==> config.mk <==
export PLATFORM = sky130hd
export DESIGN_NAME = tk_ctrl_top
export DESIGN_NICKNAME = d
export VERILOG_FILES = /design/src/tk_pkg.sv /design/src/tk_bus_if.sv /design/src/udi_rom.sv /design/src/tk_reg_api.sv /design/src/tk_sec_monitor.sv /design/src/tk_led_ctrl.sv /design/src/tk_ctrl_top.sv
export SDC_FILE = /design/constraint.sdc
export NUM_CORES = 1
export LEC_CHECK = 0
export ABC_AREA = 0
export BUFFER_PORTS_ARGS = -buffer_cell sky130_fd_sc_hd__buf_4
export CORE_MARGIN = 4
export CORE_UTILIZATION = 65
export DETAILED_ROUTE_END_ITERATION = 8
export GPL_ROUTABILITY_DRIVEN = 0
export PLACE_DENSITY = 0.85
export SLEW_MARGIN = 20
export SYNTH_ARGS = -nofsm -noshare
export SYNTH_HDL_FRONTEND = slang
export SYNTH_HIERARCHICAL = 1
export SYNTH_SLANG_ARGS = --single-unit
==> constraint.sdc <==
create_clock -name clk -period 14.32 [get_ports clk]
set_clock_uncertainty 0.1 [all_clocks]
set_input_delay 2.148 -clock clk [delete_from_list [all_inputs] [get_ports clk]]
set_output_delay 2.148 -clock clk [all_outputs]
set_load 0.01 [all_outputs]
==> src/tk_pkg.sv <==
// Shared types, register map and fixed constants for the control core
// Imported by the interface, the RTL blocks and the testbench
package tk_pkg;

  // --------------------
  // Types
  // --------------------
  typedef logic [31:0] word_t;
  typedef logic [7:0]  reg_addr_t;
  typedef logic [14:0] rand_addr_t;

  // Red in bit 2, green in bit 1, blue in bit 0
  typedef logic [2:0]  led_t;

  // --------------------
  // Register map
  // --------------------
  localparam reg_addr_t addr_name0         = 8'h00;
  localparam reg_addr_t addr_name1         = 8'h01;
  localparam reg_addr_t addr_version       = 8'h02;
  localparam reg_addr_t addr_switch_app    = 8'h08;
  localparam reg_addr_t addr_led           = 8'h09;
  localparam reg_addr_t addr_gpio          = 8'h0a;
  localparam reg_addr_t addr_app_start     = 8'h0c;
  localparam reg_addr_t addr_app_size      = 8'h0d;
  localparam reg_addr_t addr_hash          = 8'h10;
  localparam reg_addr_t addr_cdi_first     = 8'h20;
  localparam reg_addr_t addr_cdi_last      = 8'h27;
  localparam reg_addr_t addr_udi_first     = 8'h30;
  localparam reg_addr_t addr_udi_last      = 8'h31;
  localparam reg_addr_t addr_ram_addr_rand = 8'h40;
  localparam reg_addr_t addr_ram_data_rand = 8'h41;
  localparam reg_addr_t addr_mon_ctrl      = 8'h60;
  localparam reg_addr_t addr_mon_first     = 8'h61;
  localparam reg_addr_t addr_mon_last      = 8'h62;

  // Identification, ASCII "tk1 " and "mkdf"
  localparam word_t core_name0   = 32'h746b3120;
  localparam word_t core_name1   = 32'h6d6b6466;
  localparam word_t core_version = 32'h00000005;

  // Firmware RAM window, no instruction fetch allowed here
  localparam word_t fw_ram_first = 32'hd0000000;
  localparam word_t fw_ram_last  = 32'hd00007ff;

  // Green and blue on
  localparam led_t led_reset_value = 3'b011;

endpackage

==> src/tk_bus_if.sv <==
// Register bus between the top level and the register block
// Single cycle access, ready follows cs
`timescale 1ns/1ps

interface tk_bus_if;
  import tk_pkg::*;

  logic      cs;
  logic      we;
  reg_addr_t address;
  word_t     write_data;
  word_t     read_data;
  logic      ready;

  // Driving side
  modport master (output cs, output we, output address, output write_data,
                  input read_data, input ready);

  // Register block side
  modport slave (input cs, input we, input address, input write_data,
                 output read_data, output ready);

endinterface

==> src/udi_rom.sv <==
// Unique device identifier, two fixed words
// Selected by the low bit of the register address
`timescale 1ns/1ps

module udi_rom (
  input  logic          udi_index,
  output tk_pkg::word_t udi_data
);

  always_comb begin
    case (udi_index)
      1'b0: udi_data = 32'h00010203;
      1'b1: udi_data = 32'h04050607;
      default: udi_data = '0;
    endcase
  end

endmodule

==> src/tk_reg_api.sv <==
// Register block of the control core
// Decodes bus accesses, holds the configuration registers and the CDI store,
// applies the firmware and monitor locks and builds the read data
`timescale 1ns/1ps

module tk_reg_api (
  input  logic               clk,
  input  logic               reset_n,
  tk_bus_if.slave            bus,
  input  logic               gpio1,
  input  logic               gpio2,
  output logic               gpio3,
  output logic               gpio4,
  output logic               fw_app_mode,
  output tk_pkg::led_t       led_value,
  output tk_pkg::rand_addr_t ram_addr_rand,
  output tk_pkg::word_t      ram_data_rand,
  output logic               mon_en,
  output tk_pkg::word_t      mon_first,
  output tk_pkg::word_t      mon_last
);
  import tk_pkg::*;

  logic [1:0] gpio1_sync;
  logic [1:0] gpio2_sync;
  word_t      app_start_reg;
  word_t      app_size_reg;
  word_t      hash_addr_reg;
  word_t      cdi_mem [0:7];
  word_t      udi_data;
  logic       udi_index;
  logic       wr;
  logic       rd;
  logic       cdi_hit;
  logic       udi_hit;

  assign wr        = bus.cs & bus.we;
  assign rd        = bus.cs & ~bus.we;
  assign bus.ready = bus.cs;

  assign cdi_hit = (bus.address >= addr_cdi_first) && (bus.address <= addr_cdi_last);
  assign udi_hit = (bus.address >= addr_udi_first) && (bus.address <= addr_udi_last);

  assign udi_index = bus.address[0];

  udi_rom u_udi_rom (
    .udi_index (udi_index),
    .udi_data  (udi_data)
  );

  // --------------------
  // Control registers
  // --------------------
  always_ff @(posedge clk) begin
    if (!reset_n) begin
      fw_app_mode   <= 1'b0;
      mon_en        <= 1'b0;
      led_value     <= led_reset_value;
      gpio1_sync    <= '0;
      gpio2_sync    <= '0;
      gpio3         <= 1'b0;
      gpio4         <= 1'b0;
      app_start_reg <= '0;
      app_size_reg  <= '0;
      hash_addr_reg <= '0;
      ram_addr_rand <= '0;
      ram_data_rand <= '0;
    end else begin
      // Two flop synchronizers on the input pins
      gpio1_sync <= {gpio1_sync[0], gpio1};
      gpio2_sync <= {gpio2_sync[0], gpio2};

      if (wr) begin
        case (bus.address)
          // Sticky until reset
          addr_switch_app: fw_app_mode <= 1'b1;
          addr_mon_ctrl:   mon_en <= 1'b1;
          addr_led:        led_value <= bus.write_data[2:0];
          addr_gpio: begin
            gpio3 <= bus.write_data[2];
            gpio4 <= bus.write_data[3];
          end
          addr_app_start: if (!fw_app_mode) app_start_reg <= bus.write_data;
          addr_app_size:  if (!fw_app_mode) app_size_reg <= bus.write_data;
          addr_hash:      if (!fw_app_mode) hash_addr_reg <= bus.write_data;
          addr_ram_addr_rand: if (!fw_app_mode) ram_addr_rand <= bus.write_data[14:0];
          addr_ram_data_rand: if (!fw_app_mode) ram_data_rand <= bus.write_data;
          default: ;
        endcase
      end
    end
  end

  // CDI store and monitor window bounds
  always_ff @(posedge clk) begin
    if (wr && cdi_hit && !fw_app_mode) begin
      cdi_mem[bus.address[2:0]] <= bus.write_data;
    end
    if (wr && (bus.address == addr_mon_first) && !mon_en) begin
      mon_first <= bus.write_data;
    end
    if (wr && (bus.address == addr_mon_last) && !mon_en) begin
      mon_last <= bus.write_data;
    end
  end

  // --------------------
  // Read path
  // --------------------
  always_comb begin
    bus.read_data = '0;
    if (rd) begin
      case (bus.address)
        addr_name0:      bus.read_data = core_name0;
        addr_name1:      bus.read_data = core_name1;
        addr_version:    bus.read_data = core_version;
        addr_switch_app: bus.read_data = {32{fw_app_mode}};
        addr_led:        bus.read_data = {29'h0, led_value};
        addr_gpio:       bus.read_data = {28'h0, gpio4, gpio3, gpio2_sync[1], gpio1_sync[1]};
        addr_app_start:  bus.read_data = app_start_reg;
        addr_app_size:   bus.read_data = app_size_reg;
        addr_hash:       bus.read_data = hash_addr_reg;
        default: begin
          if (cdi_hit) begin
            bus.read_data = cdi_mem[bus.address[2:0]];
          end else if (udi_hit && !fw_app_mode) begin
            // UDI hidden from the application
            bus.read_data = udi_data;
          end
        end
      endcase
    end
  end

endmodule

==> src/tk_sec_monitor.sv <==
// Security monitor on the CPU memory interface
// Flags accesses beyond physical RAM and instruction fetches from
// firmware RAM or the enabled execution window, force_trap is sticky
`timescale 1ns/1ps

module tk_sec_monitor (
  input  logic          clk,
  input  logic          reset_n,
  input  tk_pkg::word_t cpu_addr,
  input  logic          cpu_instr,
  input  logic          cpu_valid,
  input  logic          mon_en,
  input  tk_pkg::word_t mon_first,
  input  tk_pkg::word_t mon_last,
  output logic          force_trap
);
  import tk_pkg::*;

  logic ram_oob;
  logic fw_fetch;
  logic mon_fetch;
  logic violation;

  // RAM decodes at 0x4xxxxxxx, only 128 KiB populated
  assign ram_oob = (cpu_addr[31:30] == 2'b01) && (|cpu_addr[29:17]);

  assign fw_fetch = cpu_instr && (cpu_addr >= fw_ram_first) && (cpu_addr <= fw_ram_last);

  // Data only window, set up by firmware
  assign mon_fetch = cpu_instr && mon_en &&
                     (cpu_addr >= mon_first) && (cpu_addr <= mon_last);

  assign violation = cpu_valid && (ram_oob || fw_fetch || mon_fetch);

  always_ff @(posedge clk) begin
    if (!reset_n) begin
      force_trap <= 1'b0;
    end else if (violation) begin
      force_trap <= 1'b1;
    end
  end

endmodule

==> src/tk_led_ctrl.sv <==
// RGB LED control
// Shows the software LED value, or a slow red blink while the CPU is trapped
`timescale 1ns/1ps

module tk_led_ctrl #(
  parameter int blink_width = 24
) (
  input  logic         clk,
  input  logic         reset_n,
  input  logic         cpu_trap,
  input  tk_pkg::led_t led_value,
  output logic         led_r,
  output logic         led_g,
  output logic         led_b
);
  import tk_pkg::*;

  localparam led_t red_only = 3'b100;

  logic [blink_width-1:0] blink_ctr;
  led_t                   trap_led;
  led_t                   muxed_led;

  // Free running, red flips on every wrap
  always_ff @(posedge clk) begin
    if (!reset_n) begin
      blink_ctr <= '0;
      trap_led  <= '0;
    end else begin
      blink_ctr <= blink_ctr + 1'b1;
      if (blink_ctr == '0) begin
        trap_led <= trap_led ^ red_only;
      end
    end
  end

  assign muxed_led = cpu_trap ? trap_led : led_value;

  assign led_r = muxed_led[2];
  assign led_g = muxed_led[1];
  assign led_b = muxed_led[0];

endmodule

==> src/tk_ctrl_top.sv <==
// Top level of the control core
// Loads the plain bus ports into the bus interface and connects the
// register block, the security monitor and the LED control
`timescale 1ns/1ps

module tk_ctrl_top #(
  parameter int blink_width = 24
) (
  input  logic               clk,
  input  logic               reset_n,
  input  logic               cs,
  input  logic               we,
  input  tk_pkg::reg_addr_t  address,
  input  tk_pkg::word_t      write_data,
  output tk_pkg::word_t      read_data,
  output logic               ready,
  input  logic               cpu_trap,
  input  tk_pkg::word_t      cpu_addr,
  input  logic               cpu_instr,
  input  logic               cpu_valid,
  output logic               force_trap,
  output logic               fw_app_mode,
  output tk_pkg::rand_addr_t ram_addr_rand,
  output tk_pkg::word_t      ram_data_rand,
  output logic               led_r,
  output logic               led_g,
  output logic               led_b,
  input  logic               gpio1,
  input  logic               gpio2,
  output logic               gpio3,
  output logic               gpio4
);
  import tk_pkg::*;

  led_t  led_value;
  logic  mon_en;
  word_t mon_first;
  word_t mon_last;

  tk_bus_if bus0 ();

  // --------------------
  // Bus bundling
  // --------------------
  assign bus0.cs         = cs;
  assign bus0.we         = we;
  assign bus0.address    = address;
  assign bus0.write_data = write_data;
  assign read_data       = bus0.read_data;
  assign ready           = bus0.ready;

  tk_reg_api u_reg_api (
    .clk           (clk),
    .reset_n       (reset_n),
    .bus           (bus0.slave),
    .gpio1         (gpio1),
    .gpio2         (gpio2),
    .gpio3         (gpio3),
    .gpio4         (gpio4),
    .fw_app_mode   (fw_app_mode),
    .led_value     (led_value),
    .ram_addr_rand (ram_addr_rand),
    .ram_data_rand (ram_data_rand),
    .mon_en        (mon_en),
    .mon_first     (mon_first),
    .mon_last      (mon_last)
  );

  tk_sec_monitor u_sec_monitor (
    .clk        (clk),
    .reset_n    (reset_n),
    .cpu_addr   (cpu_addr),
    .cpu_instr  (cpu_instr),
    .cpu_valid  (cpu_valid),
    .mon_en     (mon_en),
    .mon_first  (mon_first),
    .mon_last   (mon_last),
    .force_trap (force_trap)
  );

  tk_led_ctrl #(
    .blink_width (blink_width)
  ) u_led_ctrl (
    .clk       (clk),
    .reset_n   (reset_n),
    .cpu_trap  (cpu_trap),
    .led_value (led_value),
    .led_r     (led_r),
    .led_g     (led_g),
    .led_b     (led_b)
  );

endmodule

After elaboration in Yosys (flattened, before gate mapping)
Memory sizes are Yosys's and may differ from the RTL's.
Index checks and enable logic that the tools add are counted.
{ "op_classes": {"addsub": 1, "magnitude_cmp": 8, "eq_ne": 14, "muxes": 8, "bitwise": 6, "n_reduce_logical": 32} }
{ "ops": {"columns": ["cell", "n"], "rows": [
  ["$pmux 32 s9", 1],
  ["$mux 32", 3],
  ["$pmux 32 s2", 1],
  ["$eq 8x4->1 const B", 5],
  ["$eq 8x7->1 const B", 5],
  ["$ge 32x32->1", 1],
  ["$ge 32x32->1 const B", 1],
  ["$le 32x32->1", 1],
  ["$le 32x32->1 const B", 1],
  ["$add 24x1->24 const B", 1],
  ["$logic_not 24->1", 1],
  ["$ge 8x6->1 const B", 2],
  ["$le 8x6->1 const B", 2],
  ["$logic_and 1x1->1", 16],
  ["$reduce_and 3->1", 5],
  ["$reduce_or 13->1", 1],
  ["$eq 8x1->1 const B", 1],
  ["$eq 8x2->1 const B", 1],
  ["$eq 8x5->1 const B", 1],
  ["$logic_not 8->1", 1],
  ["$reduce_and 2->1", 4],
  ["$not 1->1", 4],
  ["$mux 3", 1],
  ["$and 1x1->1", 2],
  ["4 further kinds", 7]
]} }
{ "totals": {"reg_bits": 244, "ram_bits": 256, "in_bits": 81, "word_cells": 87, "mem_count": 1} }
{ "mem_list": {"columns": ["memory", "words", "width", "rd", "rd_ports_with_merged_regs", "wr", "line", "rtl"], "rows": [
  ["u_reg_api.cdi_mem", 8, 32, 1, 0, 1, "tk_reg_api.sv:29", "word_t cdi_mem [0:7];"]
]} }

Depth between registers and ports, before layout
Gate-level depths: netlist of run 1.
{ "depth": {"word_depth": 7, "ltp_mapped": 9, "depth_no_buf": 9} }

Modules after synthesis
The synthesis of run 1 kept the hierarchy.
{ "modules_own_cells": {"columns": ["mod", "n_inst", "cells_per_inst", "area_each_um2", "seq_area_each_um2"], "rows": [
  ["tk_reg_api", 1, 1366, 18835.6, 12692.2],
  ["tk_sec_monitor", 1, 241, 1704.1, 20.0],
  ["tk_led_ctrl", 1, 140, 1193.6, 500.5],
  ["udi_rom", 1, 34, 247.7, 0.0]
]} }

Least setup slack after synthesis of run 1
Ideal clock, no wire load.
{ "synth_path": {"path_kind": "input port to flip-flop", "start": "input address[7]", "end": "memory u_reg_api/cdi_mem[1][0] (netlist bit) (enable)", "setup_ns": 0.502, "arrival_time_ns": 6.380, "setup_slack_ns": 7.338, "stages": 5, "path_buffers": 2, "cell_sequence": "or3b_1 > or3_1 > buf_2 > buf_1 > nor4_1"} }
{ "synth_between": {"elab_chain_len": 6} }
{ "synth_lines": {"columns": ["item", "line", "rtl"], "rows": [
  ["from (decl)", "tk_ctrl_top.sv:13", "input tk_pkg::reg_addr_t address,"],
  ["$ge 8x6->1 or $le 8x6->1 (tied branches)", "tk_reg_api.sv:41", "assign cdi_hit = (bus.address >= addr_cdi_first) && (bus.address <= addr_cdi_last);"],
  ["$logic_and 1x1->1 *", "tk_reg_api.sv:41", null],
  ["$logic_and 1x1->1 * (2 in a row)", "tk_reg_api.sv:96", "if (wr && cdi_hit && !fw_app_mode) begin"],
  ["$mux 1 *", "tk_reg_api.sv:96", null],
  ["$mux 1 (not written as such) *", "tk_reg_api.sv:97", "cdi_mem[bus.address[2:0]] <= bus.write_data;"],
  ["to (decl)", "tk_reg_api.sv:29", null]
]} }
Every way passes the cells marked *; elsewhere a longest branch is shown, timed or not.

Worst setup path after layout of run 1
{ "layout_path": {"start": "input address[0]", "end": "output read_data[31]"} }
{ "layout_between": {"elab_chain_len": 7} }
{ "layout_lines": {"columns": ["item", "line", "rtl"], "rows": [
  ["$ge 8x6->1 or $le 8x6->1 (tied branches)", "tk_reg_api.sv:42", "assign udi_hit = (bus.address >= addr_udi_first) && (bus.address <= addr_udi_last);"],
  ["$logic_and 1x1->1", "tk_reg_api.sv:42", null],
  ["$logic_and 1x1->1", "tk_reg_api.sv:126", "end else if (udi_hit && !fw_app_mode) begin"],
  ["$mux 32", "tk_reg_api.sv:126", null],
  ["$mux 32", "tk_reg_api.sv:124", "if (cdi_hit) begin"],
  ["$pmux 32 s9 *", "tk_reg_api.sv:113", "case (bus.address)"],
  ["$mux 32 *", "tk_reg_api.sv:112", "if (rd) begin"],
  ["to (decl)", "tk_ctrl_top.sv:15", "output tk_pkg::word_t read_data,"]
]} }
Marked as above.

==> results of run 1 <==
## worst max-delay path, delay by kind of cell
family                 cells  cell delay (ns)
AO/OA/AOI/OAI              4             1.44
buffers and inverters      3             1.09
AND/OR/NAND/NOR            1             0.73
## metrics by stage
| step | instance area, um2 | setup WS [ns] | utilization | hold slack (ns) |
|---|---|---|---|---|
| final | 25000 | 6.54 | 0.748 | 0.335 |
| after CTS | 25000 | 6.67 | 0.748 | 0.341 |
| after detailed placement | 23500 | 6.71 | 0.702 | 0.326 |
| after global placement | 23500 | 6.71 | 0.702 | 0.331 |
| after global routing | 25000 | 6.42 | 0.748 | 0.359 |
| after floorplan | 22100 | 7.34 | - | 0.312 |
## synthesized netlist by cell type (all sizes together), types with 5 or more instances
| master | number |
|---|---|
| inv | 73 |
| a21o | 5 |
| a211oi | 16 |
| ha | 66 |
| o21ai | 19 |
| clkbuf | 70 |
| buf | 65 |
| mux2 | 30 |
| a221oi | 29 |
| a22oi | 23 |
| and2 | 7 |
| nor3 | 25 |
| mux4 | 64 |
| nand4 | 19 |
| a21oi | 72 |
| o31ai | 5 |
| a21boi | 144 |
| or4 | 9 |
| dfxtp | 180 |
| nor2 | 59 |
| or3 | 13 |
| mux2i | 40 |
| nor2b | 9 |
| nand2 | 317 |
| edfxtp | 320 |
| nand2b | 8 |
| xnor2 | 6 |
| nor4 | 23 |
| nand3 | 24 |
## how the worst max path moves through the flow
| stage | end | cells after the start |
|---|---|---|
| after global placement | read_data[5] | 7 |
| after floorplan | u_reg_api/cdi_mem[1][0] | 5 |
| after detailed placement | read_data[31] | 8 |
| after global routing | read_data[31] | 8 |
| final | read_data[31] | 8 |
| after CTS | read_data[31] | 8 |
## logic make-up after synthesis
| group | Yosys count | share of synthesized area |
|---|---|---|
| AND/OR/NAND/NOR | 535 | 0.112 |
| XOR/XNOR | 8 | 0.00319 |
| adder cells (fa/ha/maj) | 66 | 0.0376 |
| buffers and inverters | 208 | 0.0429 |
| other | 2 | 0.000342 |
| multiplexers | 134 | 0.0992 |
| AO/OA/AOI/OAI | 328 | 0.104 |
| flip-flops | 500 | 0.601 |
## metal layers
metal	up-vias	track usage	share of wire
li1	6751	-	-
met1	7548	0.420	0.38
met2	955	0.515	0.49
met3	154	0.0631	0.10
met4	0	0.0983	0.032
met5	-	0	0
## power groups by stage
stage               clock (uW)  combinational, uW  sequential (uW)
global route              1310                169             1540
detailed placement           0                153             1570
floorplan                    0               85.9             1570
finish                    1230                158             1540
global placement             0                147             1570
CTS                       1240                155             1540
## final cells by class
| type | instances | area [um2] | area share |
|---|---|---|---|
| sequential | 500 | 13200 | 0.528 |
| multi-input combinational | 1099 | 8000 | 0.320 |
| timing repair buffer | 192 | 1450 | 0.0578 |
| clock buffer | 64 | 1320 | 0.0529 |
| tap | 448 | 561 | 0.0224 |
| inverter | 73 | 274 | 0.0110 |
| clock inverter | 22 | 194 | 0.00775 |
| antenna | 1 | 2.50 | 0.000100 |
==> results.yml, run 1 <==
synth:
  ys_types: 64
  synth-warning-count: 6
  synth_area_um2: 22000
  synth_top_area_share: 0.437
  synthTopCellsByArea: "edfxtp_1 (44%), dfxtp_1 (16%), mux4_2 (6.6%)"
  synth_area_leader_cell: "edfxtp_1"
  async_flop_share: 0
  syn_area_per_cell_um2: 12.3
  ys_ff_latch: 500
  synthCells: 1781
  seq_area_frac_synth: 0.601
  synth_edf_count: 320
  ys.flop_type: "edfxtp_1"
timing:
  hold_viol_final: 0
  max_slew_margin: 0.179
  drv_slew: 0
  fin_crit_sh: 0.543
  timing.fmax_mhz: 129
  finalSetupViolations: 0
  rsz0062_at_grt: "false"
  tns_ns: 0
  worst_slew_pin_slew_ns: 1.23
  fin_crit_ns: 7.78
floorplanning:
  dieWidth_um: 192
  design.die.area_um2: 36800
  core_um2: 33400
  start_util: 0.657
  die-height_um: 192
  ios: 168
  std_cell_rows: 67
detailed_routing:
  detail_route.first_pass.iterations: 6
  vias_per_cell: 6.42
  wl_mm: 57.5
  drt_iter0_markers: 1898
  wl_per_cell_um: 24.0
  ant_nets: 0
  remaining_drc_errors: 0
  route.vias.total: 15400
place:
  dpl.hpwl_mm: 34.9
  dp_cells: 2312
  io_buffers: 167
worst_setup_path:
  cp_slowest_stage_delay_ns: 0.73
  reg2reg_slack_ns: 11.49
  timing.rr.end: "u_reg_api/cdi_mem[3][22]"
  rr_worst_depth: 3
  crit_path_end_kind: "output port"
  path_common_cell: "buf_4"
  cp_data_arrival_time_ns: 5.53
  crit_path_cell_trace: "buf_6, o21ai_0, a211o_1, nand2_1, a31oi_1, buf_4, a221oi_1, buf_4"
  slowest_stage: "nand2_1"
  cp-startpoint: "address[0]"
  worstSetupPathType: "input pin to output port"
  path_max_fanout: 64
  start_kind: "input pin"
  r2r-start: "u_reg_api/fw_app_mode"
  cp_data_required_time_ns: 12.07
layout:
  fin_nets: 2062
  instances_no_fill: 2399
  final_cell_mix: "edfxtp_1 (320), nand2_1 (316), buf_4 (191), dfxtp_1 (180), a21boi_0 (131)"
  drive_gt1_frac: 0.195
  area_delta_synth_final_pct: 13.8
  largest_register_ffs: 256
  final_common_cell: "edfxtp_1"
  fillers: 2035
pwr:
  p_switching_uw: 630
  total_power_uw: 2930
  ir_worst_vdd_uv: 116
  p_leak_uw: 0.00882
  pwr-share-comb: 0.054
  internal-power_uw: 2300
  p_sw_frac: 0.215
  power.density_nw_per_um2: 117
  seq_power_share: 0.525
  pwr-share-clk: 0.421
worst_hold_path:
  hp-class: "flop to flop"
  holdPathStages: 1
  holdPathEnd: "u_reg_api/gpio2_sync[1]"
  hp-start: "u_reg_api/gpio2_sync[0]"
clock_network:
  cts_buffer_depth: 3
  clkSinkCount: 500
  path_clk_slew_ns: 0.06
  worstSkewPairLatency_ns: 0.54
  postCtsSetupRepairBufs: 0
  cts-root-buf: "clkbuf_16"
  cts_resized: 0
  numCtsBuffers: 49
  cts_tree: "built"
  cts_htree_levels: 2
  cts.hold.buffers_added: 0
status:
  outcome: "completed"
global_route:
  grt_max_degree: 113
  grt_pass1_wl_mm: 88.2
  antenna_found_initial: 0
  overflow: 0
  grt.total_usage: 0.311
  grt_pass1_vias: 15400
job:
  drv_cap: 0
No activity file was read; power rests on OpenSTA's default activity.
==> run 2, diff against run 1 <==
--- a/config.mk
+++ b/config.mk
@@ -8,10 +8,10 @@
 export ABC_AREA = 0
 export BUFFER_PORTS_ARGS = -buffer_cell sky130_fd_sc_hd__buf_4
 export CORE_MARGIN = 4
-export CORE_UTILIZATION = 65
+export CORE_UTILIZATION = 54
 export DETAILED_ROUTE_END_ITERATION = 8
 export GPL_ROUTABILITY_DRIVEN = 0
-export PLACE_DENSITY = 0.85
+export PLACE_DENSITY = 0.76
 export SLEW_MARGIN = 20
 export SYNTH_ARGS = -nofsm -noshare
 export SYNTH_HDL_FRONTEND = slang
==> constraint.sdc (replaced) <==
create_clock -name clk -period 6.3 [get_ports clk]
set_clock_uncertainty 0.1 [all_clocks]
set_input_delay 0.945 -clock clk [delete_from_list [all_inputs] [get_ports clk]]
set_output_delay 0.945 -clock clk [all_outputs]
set_load 0.01 [all_outputs]
==> results.yml, run 2 (synthesized netlist as in run 1, its figures left out) <==
detailed_routing:
  wl_per_cell_um: 22.5
  detail_route.first_pass.iterations: 5
  vias_per_cell: 6.05
  drt_iter0_markers: 1474
  ant_nets: 0
  wl_mm: 55.9
  route.vias.total: 15000
  remaining_drc_errors: 0
timing:
  fin_crit_sh: 0.767
  setup_ws_ns: 1.47
  rsz0062_at_grt: "false"
  max_slew_margin: 0.270
  worst_slew_pin_slew_ns: 1.09
  hold_viol_final: 0
  tns_ns: 0
  finalSetupViolations: 0
  timing.fmax_mhz: 207
  fin_crit_ns: 4.83
  drv_slew: 0
place:
  dpl.hpwl_mm: 36.2
  dp_slack_ns: 1.59
  io_buffers: 167
pwr:
  seq_power_share: 0.507
  internal-power_uw: 5460
  ir_worst_vdd_uv: 219
  p_switching_uw: 1430
  p_leak_uw: 0.00895
  power.density_nw_per_um2: 272
  p_sw_frac: 0.207
  pwr-share-comb: 0.051
  pwr-share-clk: 0.442
worst_setup_path:
  timing.rr.end: "u_reg_api/cdi_mem[6][14]"
  cp-startpoint: "address[2]"
  start_kind: "input pin"
  worstSetupPathType: "input pin to output port"
  cp_data_required_time_ns: 5.25
  crit_path_end_kind: "output port"
  reg2reg_slack_ns: 3.34
  endpoint: "read_data[0]"
  rr_worst_depth: 5
  cp_data_arrival_time_ns: 3.78
  path_max_fanout: 46
  r2r-start: "u_reg_api/fw_app_mode"
job:
  drv_cap: 0
floorplanning:
  dieWidth_um: 210
  ios: 168
  core_um2: 40000
  std_cell_rows: 73
  start_util: 0.549
  die-height_um: 210
  design.die.area_um2: 44000
clock_network:
  cts_htree_levels: 2
  cts.hold.buffers_added: 0
  cts_resized: 0
  worstSkewPairLatency_ns: 0.56
  postCtsSetupRepairBufs: 0
  clkSinkCount: 500
  cts_buffer_depth: 3
  cts-root-buf: "clkbuf_16"
  cts_tree: "built"
  path_clk_slew_ns: 0.06
  numCtsBuffers: 50
layout:
  area_delta_synth_final_pct: 15.3
  drive_gt1_frac: 0.197
  final_common_cell: "edfxtp_1"
  multiInputGateArea_um2: 8010
  fin_nets: 2068
  largest_register_ffs: 256
  fillers: 3007
  seqCellArea_um2: 13200
  final_cell_mix: "edfxtp_1 (320), nand2_1 (317), buf_4 (195), dfxtp_1 (180), a21boi_0 (131)"
  diodes: 0
global_route:
  grt.total_usage: 0.249
  antenna_found_initial: 0
  grt_max_degree: 85
  grt_pass1_wl_mm: 85.7
  grt_pass1_vias: 15000
  overflow: 0
worst_hold_path:
  hp-class: "flop to flop"
status:
  outcome: "completed"
==> run 2: cell types whose count changed in the layout (fill, tap and decap cells not counted), sizes merged <==
cell / previous run / this run
buf: 192 / 197
bufinv: 3 / 6
clkbuf: 64 / 71
clkinv: 11 / 15
clkinvlp: 6 / 0
diode: 1 / 0
inv: 75 / 73
==> run 2: worst min-delay path by stage <==
stage	startpoint	end	slack, ns	depth (start not counted)
5_1_grt	u_reg_api/gpio2_sync[0]	u_reg_api/gpio2_sync[1]	0.36	1
4_1_cts	u_reg_api/gpio2_sync[0]	u_reg_api/gpio2_sync[1]	0.33	1
3_3_place_gp	u_reg_api/gpio1_sync[0]	u_reg_api/gpio1_sync[1]	0.32	1
2_1_floorplan	u_reg_api/gpio1_sync[0]	u_reg_api/gpio1_sync[1]	0.31	1
3_5_place_dp	u_reg_api/gpio2_sync[0]	u_reg_api/gpio2_sync[1]	0.32	1
6_report	u_reg_api/gpio2_sync[0]	u_reg_api/gpio2_sync[1]	0.34	1
==> run 2: stage by stage <==
step	total power (uW)	cell area, um2	hold slack (ns)	util	std cells
finish	6890	25400	0.336	0.634	2486
floorplan	3760	22100	0.312	-	1807
global route	7090	25400	0.362	0.634	2486
CTS	6920	25400	0.334	0.634	2486
global placement	3900	23600	0.324	0.591	2393
detailed placement	3910	23700	0.321	0.591	2394
==> run 2: power by group through the flow <==
| stage | sequential (uW) | clock, uW | combinational, uW |
|---|---|---|---|
| after detailed placement | 3560 | 0 | 351 |
| final | 3490 | 3040 | 354 |
| after CTS | 3490 | 3080 | 354 |
| after global routing | 3490 | 3220 | 383 |
| after global placement | 3560 | 0 | 341 |
| after floorplan | 3560 | 0 | 195 |
==> run 2: layer usage <==
metal / routed length [um] / vias to the layer above / track usage
met2: 27200 / 765 / 0.412
met4: 1780 / 0 / 0.0835
met3: 5200 / 115 / 0.0380
li1: - / 6758 / -
met1: 21700 / 7401 / 0.341
met5: 0 / - / 0
==> run 2: final cells by class <==
type	count	share of cell area
multi-input cells	1099	0.316
well taps	525	0.0259
repair buffers	197	0.0593
flip-flops and latches	500	0.521
inverters	73	0.0108
clock buffers	71	0.0570
clock inverters	21	0.00977
==> run 2: critical path, cell delays in order <==
cell	delay, ns
buf_4	0.31
buf_4	0.40
or4b_1	0.59
nor4_1	0.49
o2bb2ai_1	0.20
nor3_1	0.08
a211oi_1	0.53
buf_4	0.23
==> run 3, diff against run 2 <==
--- a/config.mk
+++ b/config.mk
@@ -5,13 +5,13 @@
 export SDC_FILE = /design/constraint.sdc
 export NUM_CORES = 1
 export LEC_CHECK = 0
-export ABC_AREA = 0
+export ABC_AREA = 1
 export BUFFER_PORTS_ARGS = -buffer_cell sky130_fd_sc_hd__buf_4
 export CORE_MARGIN = 4
-export CORE_UTILIZATION = 54
+export CORE_UTILIZATION = 61
 export DETAILED_ROUTE_END_ITERATION = 8
 export GPL_ROUTABILITY_DRIVEN = 0
-export PLACE_DENSITY = 0.76
+export PLACE_DENSITY = 0.81
 export SLEW_MARGIN = 20
 export SYNTH_ARGS = -nofsm -noshare
 export SYNTH_HDL_FRONTEND = slang
==> constraint.sdc (replaced) <==
create_clock -name clk -period 4.7 [get_ports clk]
set_clock_uncertainty 0.1 [all_clocks]
set_input_delay 0.705 -clock clk [delete_from_list [all_inputs] [get_ports clk]]
set_output_delay 0.705 -clock clk [all_outputs]
set_load 0.01 [all_outputs]
==> results.yml, run 3 <==
synth:
  yosysMostFrequentCell: "nor2_1"
  syn_area_per_cell_um2: 8.73
  synth-compound-area-share: 0.0660
  yosys-top-cells-count: "nor2_1 (664), nand2_1 (450), edfxtp_1 (320)"
  synthTopCellsByArea: "edfxtp_1 (41%), dfxtp_1 (15%), nor2_1 (11%)"
  seq_area_frac_synth: 0.568
  synth_area_um2: 23300
  synth_edf_count: 320
  synth_top_family_by_area: "simple AND/OR/NAND/NOR gates"
  ys_types: 39
  synthCells: 2667
  async_flop_share: 0
  synth-warning-count: 6
  synthAdderAreaFrac: 0.0355
  muxShareOfSynthArea: 0
  synth-xor-area-share: 0.000753
  yosys.area_share.simple: 0.249
  synth_top_area_share: 0.413
  synth_area_leader_cell: "edfxtp_1"
  ys_ff_latch: 500
  ys.flop_type: "edfxtp_1"
worst_setup_path:
  crit_family: "simple AND/OR/NAND/NOR gates"
  worstSetupPathType: "input pin to output port"
  start_kind: "input pin"
  cp_num_buf_inv: 5
  slowest_stage: "nor2_4"
  crit_path_end_kind: "output port"
  cp_data_required_time_ns: 3.89
  cp_slowest_stage_delay_ns: 0.49
  path_max_fanout: 24
  crit_path_cell_trace: "buf_4, inv_4, nand2_4, nor2_4, nand2_2, nand2_2, inv_1, nand2_2, nor2_4, buf_4, nor2_1, nor2_1, buf_4"
  r2r-start: "u_reg_api/fw_app_mode"
  cp-startpoint: "address[0]"
  cp_data_arrival_time_ns: 3.07
place:
  dpl_cell_area_um2: 24800
  io_buffers: 167
  dpl.hpwl_mm: 42.7
clock_network:
  cts.hold.buffers_added: 0
  numCtsBuffers: 50
  cts_tree: "built"
  cts-root-buf: "clkbuf_16"
  path_clk_slew_ns: 0.06
  postCtsSetupRepairBufs: 0
  cts_buffer_depth: 3
  cts_resized: 0
  cts_htree_levels: 2
  clkSinkCount: 500
  worstSkewPairLatency_ns: 0.60
detailed_routing:
  ant_nets: 0
  remaining_drc_errors: 0
  vias_per_cell: 5.68
  wl_mm: 66.6
  drt_iter0_markers: 2292
  route.vias.total: 19100
  detail_route.first_pass.iterations: 8
  wl_per_cell_um: 19.8
timing:
  worst_slew_pin_slew_ns: 1.06
  timing.fmax_mhz: 258
  fin_crit_sh: 0.824
  hold_viol_final: 0
  fin_crit_ns: 3.87
  rsz0062_at_grt: "false"
  drv_slew: 0
  tns_ns: 0
  finalSetupViolations: 0
  max_slew_margin: 0.291
global_route:
  grt.total_usage: 0.318
  overflow: 0
  antenna_found_initial: 3
  grt_pass1_vias: 18600
  grt_max_degree: 95
  grt_pass1_wl_mm: 102
layout:
  final_cell_mix: "nor2_1 (655), nand2_1 (448), edfxtp_1 (320), inv_1 (244), buf_4 (201)"
  largest_register_ffs: 256
  fin_nets: 2950
  fin_area_um2: 26500
  drive_gt1_frac: 0.134
  final_common_cell: "nor2_1"
  area_delta_synth_final_pct: 14.1
pwr:
  power.density_nw_per_um2: 355
  total_power_uw: 9430
  ir_worst_vdd_uv: 305
  p_leak_uw: 0.0110
floorplanning:
  design.die.area_um2: 41300
  std_cell_rows: 71
  core_um2: 37700
  start_util: 0.618
  ios: 168
  dieWidth_um: 203
  die-height_um: 203
status:
  outcome: "completed"
worst_hold_path:
  hp-class: "input pin to flop"
  hp-start: "gpio1"
job:
  drv_cap: 0
## run 3: tightest hold or removal path, cell delays in order
cell,delay [ns]
buf_4,0.07
nand2_1,0.04
inv_1,0.04
## run 3: final timing paths
check	to	slack, ns	depth (start not counted)
setup / recovery	read_data[19]	0.83	13
setup reg to reg	u_reg_api/ram_data_rand[3]	1.94	8
hold / removal	u_reg_api/gpio1_sync[0]	0.20	3
hold reg to reg	u_reg_api/gpio2_sync[1]	0.32	2
## run 3: stage by stage
stage	hold slack, ns	instances	util	setup WS [ns]
4_1_cts	0.177	3355	0.704	0.884
3_5_place_dp	0.305	3261	0.657	0.889
3_3_place_gp	0.301	3261	0.657	1.00
2_1_floorplan	0.290	2693	-	0.369
6_report	0.197	3363	0.705	0.827
5_1_grt	0.213	3356	0.704	0.649
## run 3: logic make-up (layout without fill, tap and decap cells)
| family | after synthesis | after routing |
|---|---|---|
| buf+inv | 412 | 564 |
| xor+xnor | 2 | 2 |
| flops | 500 | 500 |
| fa+ha+maj | 66 | 66 |
| compound gates | 297 | 297 |
| other cells | 2 | 35 |
| simple gates | 1388 | 1388 |
## run 3: area by class of cell
type / instances / area, um2
antenna: 7 / 17.5
clock buffer: 56 / 1320
clock inverter: 38 / 423
fill: 2741 / 11100
inverter: 266 / 1000
multi-input combinational: 1781 / 8360
sequential: 500 / 13200
tap: 511 / 639
timing repair buffer: 204 / 1570
## run 3: routing by layer
layer	routed length, um	part of all wire	track usage	vias up
met5	15	0.00023	0	-
met4	3500	0.052	0.161	2
met3	6950	0.10	0.0739	207
met2	31300	0.47	0.514	1111
met1	24800	0.37	0.404	8910
li1	-	-	-	8856
## run 3: power by group
part           switching (uW)  leakage, uW  internal, uW
logic                     408      0.00586           170
registers                4.91      0.00433          4670
clock network            1710     0.000811          2460
total                    2120       0.0110          7300
